--- src/core_mem_pkg.sv ---
`default_nettype none

package core_mem_pkg;

    // ****************************************
    // widths
    // ****************************************
    localparam int XLEN   = 64;
    localparam int ADDR_W = 32;
    localparam int INST_W = 32;
    localparam int STRB_W = XLEN / 8;

    // ****************************************
    // basic types
    // ****************************************
    typedef logic [ADDR_W-1:0] addr_t;
    typedef logic [XLEN-1:0]   xdata_t;
    typedef logic [INST_W-1:0] inst_t;
    typedef logic [STRB_W-1:0] strb_t;

    // access width of a load or store
    typedef logic [1:0] mem_size_t;

    localparam mem_size_t SIZE_B = 2'd0;
    localparam mem_size_t SIZE_H = 2'd1;
    localparam mem_size_t SIZE_W = 2'd2;
    localparam mem_size_t SIZE_D = 2'd3;

    // ****************************************
    // arbiter FSM
    // ****************************************
    // one owner at a time, data side wins ties
    typedef enum logic [1:0] {
        ARB_IDLE = 2'd0,
        ARB_IF   = 2'd1,
        ARB_LS   = 2'd2
    } arb_state_e;

endpackage

`default_nettype wire

--- src/inst_fetch.sv ---
`default_nettype none
`timescale 1ns/1ps

module inst_fetch (
    input  logic                 clk_i,
    input  logic                 arst_n_i,
    // fetch request
    input  logic                 fetch_req_valid_i,
    output logic                 fetch_req_ready_o,
    input  core_mem_pkg::addr_t  fetch_pc_i,
    // fetch response
    output logic                 fetch_rsp_valid_o,
    input  logic                 fetch_rsp_ready_i,
    output core_mem_pkg::inst_t  fetch_rsp_inst_o,
    output core_mem_pkg::addr_t  fetch_rsp_pc_o,
    input  logic                 jmp_flush_i,
    // arbiter side
    output logic                 if_req_valid_o,
    output core_mem_pkg::addr_t  if_req_addr_o,
    input  logic                 if_gnt_i,
    input  logic                 if_rsp_valid_i,
    input  core_mem_pkg::xdata_t if_rsp_rdata_i
);
    import core_mem_pkg::*;

    logic  ready_q;
    logic  req_pend_q;
    logic  in_flight_q;
    logic  dropped_q;
    logic  rsp_valid_q;
    addr_t pc_q;
    inst_t inst_q;

    logic  req_fire;
    logic  rsp_keep;
    logic  in_flight_d;
    logic  rsp_valid_d;
    inst_t inst_sel;

    assign req_fire    = fetch_req_valid_i & ready_q;
    // a flush on the way back discards the word
    assign rsp_keep    = if_rsp_valid_i & in_flight_q & ~dropped_q & ~jmp_flush_i;
    assign in_flight_d = req_fire | (in_flight_q & ~if_rsp_valid_i);
    assign rsp_valid_d = rsp_keep | (rsp_valid_q & ~fetch_rsp_ready_i & ~jmp_flush_i);

    // bit 2 picks the half of the double word
    assign inst_sel = pc_q[2] ? if_rsp_rdata_i[XLEN-1:INST_W] : if_rsp_rdata_i[INST_W-1:0];

    always_ff @(posedge clk_i or negedge arst_n_i) begin
        if (!arst_n_i) begin
            ready_q     <= 1'b0;
            req_pend_q  <= 1'b0;
            in_flight_q <= 1'b0;
            dropped_q   <= 1'b0;
            rsp_valid_q <= 1'b0;
        end else begin
            ready_q     <= ~in_flight_d & ~rsp_valid_d;
            in_flight_q <= in_flight_d;
            rsp_valid_q <= rsp_valid_d;

            if (req_fire) begin
                req_pend_q <= 1'b1;
            end else if (if_gnt_i) begin
                req_pend_q <= 1'b0;
            end

            // dropped lives until the memory answer comes back
            if (if_rsp_valid_i) begin
                dropped_q <= 1'b0;
            end else if (jmp_flush_i && in_flight_q) begin
                dropped_q <= 1'b1;
            end
        end
    end

    always_ff @(posedge clk_i) begin
        if (req_fire) begin
            pc_q <= fetch_pc_i;
        end
        if (rsp_keep) begin
            inst_q <= inst_sel;
        end
    end

    assign fetch_req_ready_o = ready_q;
    assign fetch_rsp_valid_o = rsp_valid_q;
    assign fetch_rsp_inst_o  = inst_q;
    assign fetch_rsp_pc_o    = pc_q;

    assign if_req_valid_o = req_pend_q;
    assign if_req_addr_o  = {pc_q[ADDR_W-1:3], 3'b000};

endmodule

`default_nettype wire

--- src/load_store.sv ---
`default_nettype none
`timescale 1ns/1ps

module load_store (
    input  logic                      clk_i,
    input  logic                      arst_n_i,
    // access request
    input  logic                      lsu_req_valid_i,
    output logic                      lsu_req_ready_o,
    input  core_mem_pkg::addr_t       lsu_addr_i,
    input  logic                      lsu_we_i,
    input  core_mem_pkg::xdata_t      lsu_wdata_i,
    input  core_mem_pkg::mem_size_t   lsu_size_i,
    input  logic                      lsu_unsigned_i,
    // access response
    output logic                      lsu_rsp_valid_o,
    input  logic                      lsu_rsp_ready_i,
    output core_mem_pkg::xdata_t      lsu_rsp_rdata_o,
    output logic                      lsu_rsp_err_o,
    // arbiter side
    output logic                      ls_req_valid_o,
    output logic                      ls_req_we_o,
    output core_mem_pkg::addr_t       ls_req_addr_o,
    output core_mem_pkg::xdata_t      ls_req_wdata_o,
    output core_mem_pkg::strb_t       ls_req_strb_o,
    input  logic                      ls_gnt_i,
    input  logic                      ls_rsp_valid_i,
    input  core_mem_pkg::xdata_t      ls_rsp_rdata_i
);
    import core_mem_pkg::*;

    logic      ready_q;
    logic      req_pend_q;
    logic      busy_q;
    logic      rsp_valid_q;
    logic      err_q;
    xdata_t    rdata_q;
    addr_t     addr_q;
    logic      we_q;
    xdata_t    wdata_q;
    mem_size_t size_q;
    logic      unsigned_q;

    logic      req_fire;
    logic      misalign;
    logic      busy_d;
    logic      rsp_valid_d;
    xdata_t    load_shift;
    xdata_t    load_ext;
    logic      sign_bit;
    strb_t     strb;

    assign req_fire = lsu_req_valid_i & ready_q;

    // natural alignment for the access width
    always_comb begin
        case (lsu_size_i)
            SIZE_B:  misalign = 1'b0;
            SIZE_H:  misalign = lsu_addr_i[0];
            SIZE_W:  misalign = |lsu_addr_i[1:0];
            default: misalign = |lsu_addr_i[2:0];
        endcase
    end

    assign busy_d      = (req_fire & ~misalign) | (busy_q & ~ls_rsp_valid_i);
    assign rsp_valid_d = (req_fire & misalign) | (busy_q & ls_rsp_valid_i)
                       | (rsp_valid_q & ~lsu_rsp_ready_i);

    // ****************************************
    // store lanes
    // ****************************************
    always_comb begin
        case (size_q)
            SIZE_B:  strb = 8'b0000_0001 << addr_q[2:0];
            SIZE_H:  strb = 8'b0000_0011 << addr_q[2:0];
            SIZE_W:  strb = 8'b0000_1111 << addr_q[2:0];
            default: strb = 8'b1111_1111;
        endcase
    end

    // ****************************************
    // load extension
    // ****************************************
    always_comb begin
        load_shift = ls_rsp_rdata_i >> {addr_q[2:0], 3'b000};
        case (size_q)
            SIZE_B: begin
                sign_bit = ~unsigned_q & load_shift[7];
                load_ext = {{(XLEN-8){sign_bit}}, load_shift[7:0]};
            end
            SIZE_H: begin
                sign_bit = ~unsigned_q & load_shift[15];
                load_ext = {{(XLEN-16){sign_bit}}, load_shift[15:0]};
            end
            SIZE_W: begin
                sign_bit = ~unsigned_q & load_shift[31];
                load_ext = {{(XLEN-32){sign_bit}}, load_shift[31:0]};
            end
            default: begin
                sign_bit = 1'b0;
                load_ext = load_shift;
            end
        endcase
    end

    always_ff @(posedge clk_i or negedge arst_n_i) begin
        if (!arst_n_i) begin
            ready_q     <= 1'b0;
            req_pend_q  <= 1'b0;
            busy_q      <= 1'b0;
            rsp_valid_q <= 1'b0;
        end else begin
            ready_q     <= ~busy_d & ~rsp_valid_d;
            busy_q      <= busy_d;
            rsp_valid_q <= rsp_valid_d;
            if (req_fire && !misalign) begin
                req_pend_q <= 1'b1;
            end else if (ls_gnt_i) begin
                req_pend_q <= 1'b0;
            end
        end
    end

    always_ff @(posedge clk_i) begin
        if (req_fire) begin
            addr_q     <= lsu_addr_i;
            we_q       <= lsu_we_i;
            wdata_q    <= lsu_wdata_i;
            size_q     <= lsu_size_i;
            unsigned_q <= lsu_unsigned_i;
            err_q      <= misalign;
            rdata_q    <= '0;
        end else if (busy_q && ls_rsp_valid_i) begin
            // stores answer with zero data
            rdata_q <= we_q ? '0 : load_ext;
        end
    end

    assign lsu_req_ready_o = ready_q;
    assign lsu_rsp_valid_o = rsp_valid_q;
    assign lsu_rsp_rdata_o = rdata_q;
    assign lsu_rsp_err_o   = err_q;

    assign ls_req_valid_o = req_pend_q;
    assign ls_req_we_o    = we_q;
    assign ls_req_addr_o  = {addr_q[ADDR_W-1:3], 3'b000};
    assign ls_req_wdata_o = wdata_q << {addr_q[2:0], 3'b000};
    assign ls_req_strb_o  = strb;

endmodule

`default_nettype wire

--- src/mem_arbiter.sv ---
`default_nettype none
`timescale 1ns/1ps

module mem_arbiter (
    input  logic                 clk_i,
    input  logic                 arst_n_i,
    // fetch master
    input  logic                 if_req_valid_i,
    input  core_mem_pkg::addr_t  if_req_addr_i,
    output logic                 if_gnt_o,
    output logic                 if_rsp_valid_o,
    output core_mem_pkg::xdata_t if_rsp_rdata_o,
    // data master
    input  logic                 ls_req_valid_i,
    input  logic                 ls_req_we_i,
    input  core_mem_pkg::addr_t  ls_req_addr_i,
    input  core_mem_pkg::xdata_t ls_req_wdata_i,
    input  core_mem_pkg::strb_t  ls_req_strb_i,
    output logic                 ls_gnt_o,
    output logic                 ls_rsp_valid_o,
    output core_mem_pkg::xdata_t ls_rsp_rdata_o,
    // memory bus
    output logic                 mem_req_valid_o,
    input  logic                 mem_req_ready_i,
    output logic                 mem_req_we_o,
    output core_mem_pkg::addr_t  mem_req_addr_o,
    output core_mem_pkg::xdata_t mem_req_wdata_o,
    output core_mem_pkg::strb_t  mem_req_strb_o,
    input  logic                 mem_rsp_valid_i,
    input  core_mem_pkg::xdata_t mem_rsp_rdata_i
);
    import core_mem_pkg::*;

    arb_state_e state_q;
    arb_state_e state_d;
    logic       mem_valid_q;
    logic       we_q;
    addr_t      addr_q;
    xdata_t     wdata_q;
    strb_t      strb_q;

    logic       arb_idle;

    // ****************************************
    // grant
    // ****************************************
    assign arb_idle = (state_q == ARB_IDLE);
    assign ls_gnt_o = arb_idle & ls_req_valid_i;
    assign if_gnt_o = arb_idle & if_req_valid_i & ~ls_req_valid_i;

    always_comb begin
        state_d = state_q;
        case (state_q)
            ARB_IDLE: begin
                if (ls_req_valid_i) begin
                    state_d = ARB_LS;
                end else if (if_req_valid_i) begin
                    state_d = ARB_IF;
                end
            end
            ARB_IF, ARB_LS: begin
                // single outstanding, back to idle on the answer
                if (mem_rsp_valid_i) begin
                    state_d = ARB_IDLE;
                end
            end
            default: state_d = ARB_IDLE;
        endcase
    end

    always_ff @(posedge clk_i or negedge arst_n_i) begin
        if (!arst_n_i) begin
            state_q     <= ARB_IDLE;
            mem_valid_q <= 1'b0;
        end else begin
            state_q <= state_d;
            if (ls_gnt_o || if_gnt_o) begin
                mem_valid_q <= 1'b1;
            end else if (mem_req_ready_i) begin
                mem_valid_q <= 1'b0;
            end
        end
    end

    // ****************************************
    // request capture
    // ****************************************
    always_ff @(posedge clk_i) begin
        if (ls_gnt_o) begin
            we_q    <= ls_req_we_i;
            addr_q  <= ls_req_addr_i;
            wdata_q <= ls_req_wdata_i;
            strb_q  <= ls_req_strb_i;
        end else if (if_gnt_o) begin
            // fetch is a plain read
            we_q    <= 1'b0;
            addr_q  <= if_req_addr_i;
            wdata_q <= '0;
            strb_q  <= '0;
        end
    end

    assign mem_req_valid_o = mem_valid_q;
    assign mem_req_we_o    = we_q;
    assign mem_req_addr_o  = addr_q;
    assign mem_req_wdata_o = wdata_q;
    assign mem_req_strb_o  = strb_q;

    // response goes to whoever owns the bus
    assign if_rsp_valid_o = (state_q == ARB_IF) & mem_rsp_valid_i;
    assign ls_rsp_valid_o = (state_q == ARB_LS) & mem_rsp_valid_i;
    assign if_rsp_rdata_o = mem_rsp_rdata_i;
    assign ls_rsp_rdata_o = mem_rsp_rdata_i;

endmodule

`default_nettype wire

--- src/core_mem_top.sv ---
`default_nettype none
`timescale 1ns/1ps

module core_mem_top (
    input  logic                    clk_i,
    input  logic                    arst_n_i,
    // fetch port
    input  logic                    fetch_req_valid_i,
    output logic                    fetch_req_ready_o,
    input  core_mem_pkg::addr_t     fetch_pc_i,
    output logic                    fetch_rsp_valid_o,
    input  logic                    fetch_rsp_ready_i,
    output core_mem_pkg::inst_t     fetch_rsp_inst_o,
    output core_mem_pkg::addr_t     fetch_rsp_pc_o,
    input  logic                    jmp_flush_i,
    // load/store port
    input  logic                    lsu_req_valid_i,
    output logic                    lsu_req_ready_o,
    input  core_mem_pkg::addr_t     lsu_addr_i,
    input  logic                    lsu_we_i,
    input  core_mem_pkg::xdata_t    lsu_wdata_i,
    input  core_mem_pkg::mem_size_t lsu_size_i,
    input  logic                    lsu_unsigned_i,
    output logic                    lsu_rsp_valid_o,
    input  logic                    lsu_rsp_ready_i,
    output core_mem_pkg::xdata_t    lsu_rsp_rdata_o,
    output logic                    lsu_rsp_err_o,
    // memory bus
    output logic                    mem_req_valid_o,
    input  logic                    mem_req_ready_i,
    output logic                    mem_req_we_o,
    output core_mem_pkg::addr_t     mem_req_addr_o,
    output core_mem_pkg::xdata_t    mem_req_wdata_o,
    output core_mem_pkg::strb_t     mem_req_strb_o,
    input  logic                    mem_rsp_valid_i,
    input  core_mem_pkg::xdata_t    mem_rsp_rdata_i
);
    import core_mem_pkg::*;

    // fetch to arbiter
    logic   if_req_valid;
    addr_t  if_req_addr;
    logic   if_gnt;
    logic   if_rsp_valid;
    xdata_t if_rsp_rdata;

    // load/store to arbiter
    logic   ls_req_valid;
    logic   ls_req_we;
    addr_t  ls_req_addr;
    xdata_t ls_req_wdata;
    strb_t  ls_req_strb;
    logic   ls_gnt;
    logic   ls_rsp_valid;
    xdata_t ls_rsp_rdata;

    inst_fetch u_fetch (
        .clk_i             ( clk_i             ),
        .arst_n_i          ( arst_n_i          ),
        .fetch_req_valid_i ( fetch_req_valid_i ),
        .fetch_req_ready_o ( fetch_req_ready_o ),
        .fetch_pc_i        ( fetch_pc_i        ),
        .fetch_rsp_valid_o ( fetch_rsp_valid_o ),
        .fetch_rsp_ready_i ( fetch_rsp_ready_i ),
        .fetch_rsp_inst_o  ( fetch_rsp_inst_o  ),
        .fetch_rsp_pc_o    ( fetch_rsp_pc_o    ),
        .jmp_flush_i       ( jmp_flush_i       ),
        .if_req_valid_o    ( if_req_valid      ),
        .if_req_addr_o     ( if_req_addr       ),
        .if_gnt_i          ( if_gnt            ),
        .if_rsp_valid_i    ( if_rsp_valid      ),
        .if_rsp_rdata_i    ( if_rsp_rdata      )
    );

    load_store u_lsu (
        .clk_i           ( clk_i           ),
        .arst_n_i        ( arst_n_i        ),
        .lsu_req_valid_i ( lsu_req_valid_i ),
        .lsu_req_ready_o ( lsu_req_ready_o ),
        .lsu_addr_i      ( lsu_addr_i      ),
        .lsu_we_i        ( lsu_we_i        ),
        .lsu_wdata_i     ( lsu_wdata_i     ),
        .lsu_size_i      ( lsu_size_i      ),
        .lsu_unsigned_i  ( lsu_unsigned_i  ),
        .lsu_rsp_valid_o ( lsu_rsp_valid_o ),
        .lsu_rsp_ready_i ( lsu_rsp_ready_i ),
        .lsu_rsp_rdata_o ( lsu_rsp_rdata_o ),
        .lsu_rsp_err_o   ( lsu_rsp_err_o   ),
        .ls_req_valid_o  ( ls_req_valid    ),
        .ls_req_we_o     ( ls_req_we       ),
        .ls_req_addr_o   ( ls_req_addr     ),
        .ls_req_wdata_o  ( ls_req_wdata    ),
        .ls_req_strb_o   ( ls_req_strb     ),
        .ls_gnt_i        ( ls_gnt          ),
        .ls_rsp_valid_i  ( ls_rsp_valid    ),
        .ls_rsp_rdata_i  ( ls_rsp_rdata    )
    );

    mem_arbiter u_arb (
        .clk_i           ( clk_i           ),
        .arst_n_i        ( arst_n_i        ),
        .if_req_valid_i  ( if_req_valid    ),
        .if_req_addr_i   ( if_req_addr     ),
        .if_gnt_o        ( if_gnt          ),
        .if_rsp_valid_o  ( if_rsp_valid    ),
        .if_rsp_rdata_o  ( if_rsp_rdata    ),
        .ls_req_valid_i  ( ls_req_valid    ),
        .ls_req_we_i     ( ls_req_we       ),
        .ls_req_addr_i   ( ls_req_addr     ),
        .ls_req_wdata_i  ( ls_req_wdata    ),
        .ls_req_strb_i   ( ls_req_strb     ),
        .ls_gnt_o        ( ls_gnt          ),
        .ls_rsp_valid_o  ( ls_rsp_valid    ),
        .ls_rsp_rdata_o  ( ls_rsp_rdata    ),
        .mem_req_valid_o ( mem_req_valid_o ),
        .mem_req_ready_i ( mem_req_ready_i ),
        .mem_req_we_o    ( mem_req_we_o    ),
        .mem_req_addr_o  ( mem_req_addr_o  ),
        .mem_req_wdata_o ( mem_req_wdata_o ),
        .mem_req_strb_o  ( mem_req_strb_o  ),
        .mem_rsp_valid_i ( mem_rsp_valid_i ),
        .mem_rsp_rdata_i ( mem_rsp_rdata_i )
    );

endmodule

`default_nettype wire

--- config.mk ---
export PLATFORM = sky130hd
export DESIGN_NAME = core_mem_top
export DESIGN_NICKNAME = d
export VERILOG_FILES = /design/src/core_mem_pkg.sv /design/src/inst_fetch.sv /design/src/load_store.sv /design/src/mem_arbiter.sv /design/src/core_mem_top.sv
export SDC_FILE = /design/constraint.sdc
export NUM_CORES = 1
export LEC_CHECK = 0
export BUFFER_PORTS_ARGS = -buffer_cell sky130_fd_sc_hd__buf_2
export CAP_MARGIN = 20
export CORE_UTILIZATION = 50
export DETAILED_ROUTE_END_ITERATION = 12
export PLACE_DENSITY = 0.77
export SLEW_MARGIN = 25
export SYNTH_ARGS = -nofsm -noshare
export SYNTH_HDL_FRONTEND = slang
export SYNTH_SLANG_ARGS = --single-unit
--- constraint.sdc ---
create_clock -name clk_i -period 7.06 [get_ports clk_i]
set_clock_uncertainty 0.1 [all_clocks]
set_input_delay 1.412 -clock clk_i [delete_from_list [all_inputs] [get_ports clk_i]]
set_output_delay 1.412 -clock clk_i [all_outputs]
set_load 0.03 [all_outputs]
==> flow_metrics.py <==
metrics = {
    "clock_tree": {
        "post_cts_resized": 0,
        "clock_latency_ps": 530,
        "cts_tree": "yes",
        "cts-root-buf": "clkbuf_16",
        "htreeDepth": 2,
        "cts_sinks": 343,
        "ctsLongestPathBuffers": 3,
        "clk_pin_slew_ps": 60,
        "post-cts-setup-buffers": 0,
        "postCtsHoldBufs": 0,
        "cts_buffers": 36,
    },
    "power_and_ir_drop": {
        "power.internal_w": 0.004446,
        "max-vdd-ir-drop_mv": 0.2729,
        "power.leakage_nw": 7.742,
        "power_w": 0.006889,
        "seq_power_share_pct": 42.1,
        "power_frac_comb_pct": 30.3,
        "clkPwrFrac_pct": 27.6,
        "cellPowerDensity_mw_per_mm2": 362.1,
        "p_sw_w": 0.002443,
        "switching_share_pct": 35.46,
    },
    "yosys": {
        "ys_seq_area_share_pct": 62.67,
        "synth_edf_count": 267,
        "yosys.area_share.adder_pct": 0.6535,
        "synth_top_family_by_area": "multiplexers",
        "async_flop_share_pct": 3.499,
        "synth_simple_gate_area_share_pct": 6.584,
        "synth.mux.area_fraction_pct": 16.29,
        "syn_area_mm2": 0.01532,
        "ys_warn_count": 0,
        "synth_compound_area_share_pct": 10.81,
        "synthCells": 1087,
        "synth.distinct_cells": 60,
        "synth_xor_area_share_pct": 0,
        "ys_seq_elements": 343,
        "avgSynthCellArea_um2": 14.09,
        "ys.flop_type": "edfxtp_1",
    },
    "timing": {
        "setup_tns_ps": 0,
        "hold_viol": 0,
        "timing.fmax_mhz": 263.7,
        "drv_slew": 0,
        "rsz0062_at_grt": "false",
        "layout_min_cycle_time_ps": 3792,
        "maxSlewHeadroom_pct": 30.78,
        "tightestPinTransition_ps": 1037,
        "period_share_pct": 53.71,
        "setup_viol": 0,
    },
    "global_routing": {
        "antenna_found_initial": 5,
        "overflow": 0,
        "grt_max_degree": 148,
        "gr-usage-all-layers_pct": 27.86,
        "grt_pass1_wl_um": 65470,
        "grt_pass1_vias": 11115,
    },
    "placed_design": {
        "io_buffer_count": 440,
        "gp_congestion": 0.8768,
        "dpl-instance-area_mm2": 0.01778,
        "dp_hpwl_um": 30970,
    },
    "routing": {
        "drt_wl_total_um": 44160,
        "firstDrtPassIters": 6,
        "drcViolationCount": 0,
        "antenna_left": 0,
        "drt-wirelength-per-cell_um": 22.93,
        "initialDrtViolationCount": 1050,
        "viasPerCell": 5.862,
        "num_vias": 11291,
    },
    "run_status": {
        "status": "finished, final reports clean",
    },
    "setup_path": {
        "cp_data_arrival_time_ps": 4090,
        "r2r_setup_slack_ps": 3270,
        "r2r_start": "u_lsu.addr_q[1]",
        "cp-end-kind": "flip-flop",
        "setup.worst_path.start_class": "flip-flop",
        "cp_max_fo": 56,
        "required_ps": 7350,
        "ff2ff_path_depth": 7,
        "r2r-end": "u_lsu.lsu_rsp_rdata_o[42]",
        "crit_type": "flip-flop to flip-flop",
    },
    "floorplan": {
        "die_w_um": 177.0,
        "fp.coreArea_mm2": 0.02987,
        "die_h_um": 177.0,
        "placementRows": 63,
        "io_pins": 444,
        "initial_core_util_pct": 51.27,
        "die_area_mm2": 0.03134,
    },
    "worst_hold_path": {
        "holdPathEnd": "u_lsu.lsu_rsp_rdata_o[17]",
        "holdPathStages": 2,
        "hold_class": "flip-flop to flip-flop",
        "hold_path.startpoint": "u_lsu.lsu_rsp_rdata_o[17]",
    },
    "final_layout": {
        "drive_above_1_share_pct": 41.15,
        "fin_util_pct": 63.68,
        "final_area_mm2": 0.01902,
        "final_common_cell": "buf_2",
        "fillers": 2235,
        "area_growth_pct": 24.20,
        "final_cell_mix": "buf_2 (440), edfxtp_1 (267), nor2_1 (87)",
        "nets": 1716,
    },
    "flow_run": {
        "cap_violations": 0,
    },
}
## state kept, by name, summed over array words and instances (netlist names), 2 cells and up
name and flops:
u_arb.mem_req_strb_o 8, u_arb.state_q 2, u_lsu.size_q 2, u_fetch.fetch_rsp_pc_o 32, u_arb.mem_req_addr_o 29, u_lsu.addr_q 32, u_arb.mem_req_wdata_o 64, u_fetch.fetch_rsp_inst_o 32
u_lsu.lsu_rsp_rdata_o 64, u_lsu.wdata_q 64
## cell type report
class / instances / area, um^2 / share of cell area, %
multi-input cells: 650 / 5310 / 27.91
clock inverters: 19 / 165.2 / 0.8682
diodes: 5 / 12.51 / 0.06577
repair buffers: 455 / 2347 / 12.34
well taps: 390 / 488.0 / 2.565
clock buffers: 47 / 1035 / 5.439
inverters: 17 / 66.31 / 0.3486
flip-flops and latches: 343 / 9599 / 50.46
## stage by stage
step           cells  hold WS, ps  worst slack, ps
6_report        1926        360.9             3268
2_1_floorplan   1089        384.8             1339
3_3_place_gp    1854        336.8             3258
5_1_grt         1925        388.2             3059
3_5_place_dp    1854        352.6             3197
4_1_cts         1920        360.7             3275
## worst max path at each step
stage,start,endpoint,slack (ps),cells after the start
after floorplan,u_arb.state_q[0],u_arb.mem_req_addr_o[10],1340,4
after global placement,lsu_req_valid_i,u_lsu.lsu_rsp_rdata_o[20],3260,6
after detailed placement,lsu_req_valid_i,u_lsu.lsu_rsp_rdata_o[22],3200,6
after CTS,u_lsu.addr_q[1],u_lsu.lsu_rsp_rdata_o[58],3270,7
after global routing,u_lsu.addr_q[1],u_lsu.lsu_rsp_rdata_o[58],3060,7
final,u_lsu.addr_q[1],u_lsu.lsu_rsp_rdata_o[42],3270,7
## critical path, stage by stage (launching register included)
cell,delay (ps)
edfxtp_1,340
buf_4,490
buf_4,620
nand2b_1,410
o22ai_2,170
o311ai_4,600
nand3_4,480
a221o_1,420
## synth_stat cells, types with 2 or more instances
cell / n / area, um^2
o21ai_1: 30 / 150.1
a221o_1: 38 / 380.4
buf_2: 22 / 110.1
nor2b_1: 20 / 125.1
inv_2: 2 / 7.510
mux2_2: 62 / 698.2
a211oi_1: 28 / 210.2
nor3b_1: 8 / 60.06
nand2_1: 61 / 229.0
a21o_1: 6 / 45.04
clkbuf_1: 34 / 127.6
edfxtp_1: 267 / 8018
and3_1: 4 / 25.02
nand2b_1: 4 / 25.02
a221oi_1: 2 / 17.52
ha_1: 8 / 100.1
o32ai_1: 2 / 17.52
o211ai_1: 8 / 60.06
a21oi_1: 52 / 260.3
o221a_1: 6 / 67.56
and2_1: 9 / 56.30
dfxtp_1: 64 / 1281
mux2_1: 15 / 168.9
o2bb2ai_1: 17 / 148.9
buf_6: 4 / 45.04
nor3_1: 8 / 40.04
a22oi_1: 9 / 67.56
dfrtp_1: 12 / 300.3
o31ai_1: 3 / 22.52
mux2i_1: 78 / 780.8
o21ai_0: 12 / 60.06
nand3_1: 5 / 25.02
buf_4: 10 / 75.07
mux4_2: 37 / 833.3
o22ai_1: 3 / 18.77
buf_1: 9 / 33.78
nor2_1: 91 / 341.6
inv_1: 15 / 56.30
## power groups by stage
stage / clock, W / combinational, W / sequential (W)
floorplan: 0 / 0.000817 / 0.00355
global placement: 0 / 0.00204 / 0.00293
finish: 0.00190 / 0.00209 / 0.00290
CTS: 0.00193 / 0.00208 / 0.00290
detailed placement: 0 / 0.00207 / 0.00294
global route: 0.00200 / 0.00221 / 0.00294
## kinds of logic after synthesis
kind of cell | Yosys count
DFF | 343
and+or+nand+nor | 218
adders and majority gates | 8
muxes | 193
AOI/OAI and AO/OA | 228
other | 1
buffers and inverters | 96
## routing by layer
layer / wire [um] / global-route usage, % / up-vias
met3: 3932 / 6.808 / 102
met2: 21410 / 45.54 / 634
met5: 0 / 0 / -
met4: 1630 / 10.63 / 0
li1: - / - / 5054
met1: 17190 / 35.79 / 5501
Note: power is estimated with default switching activity, not from simulation.
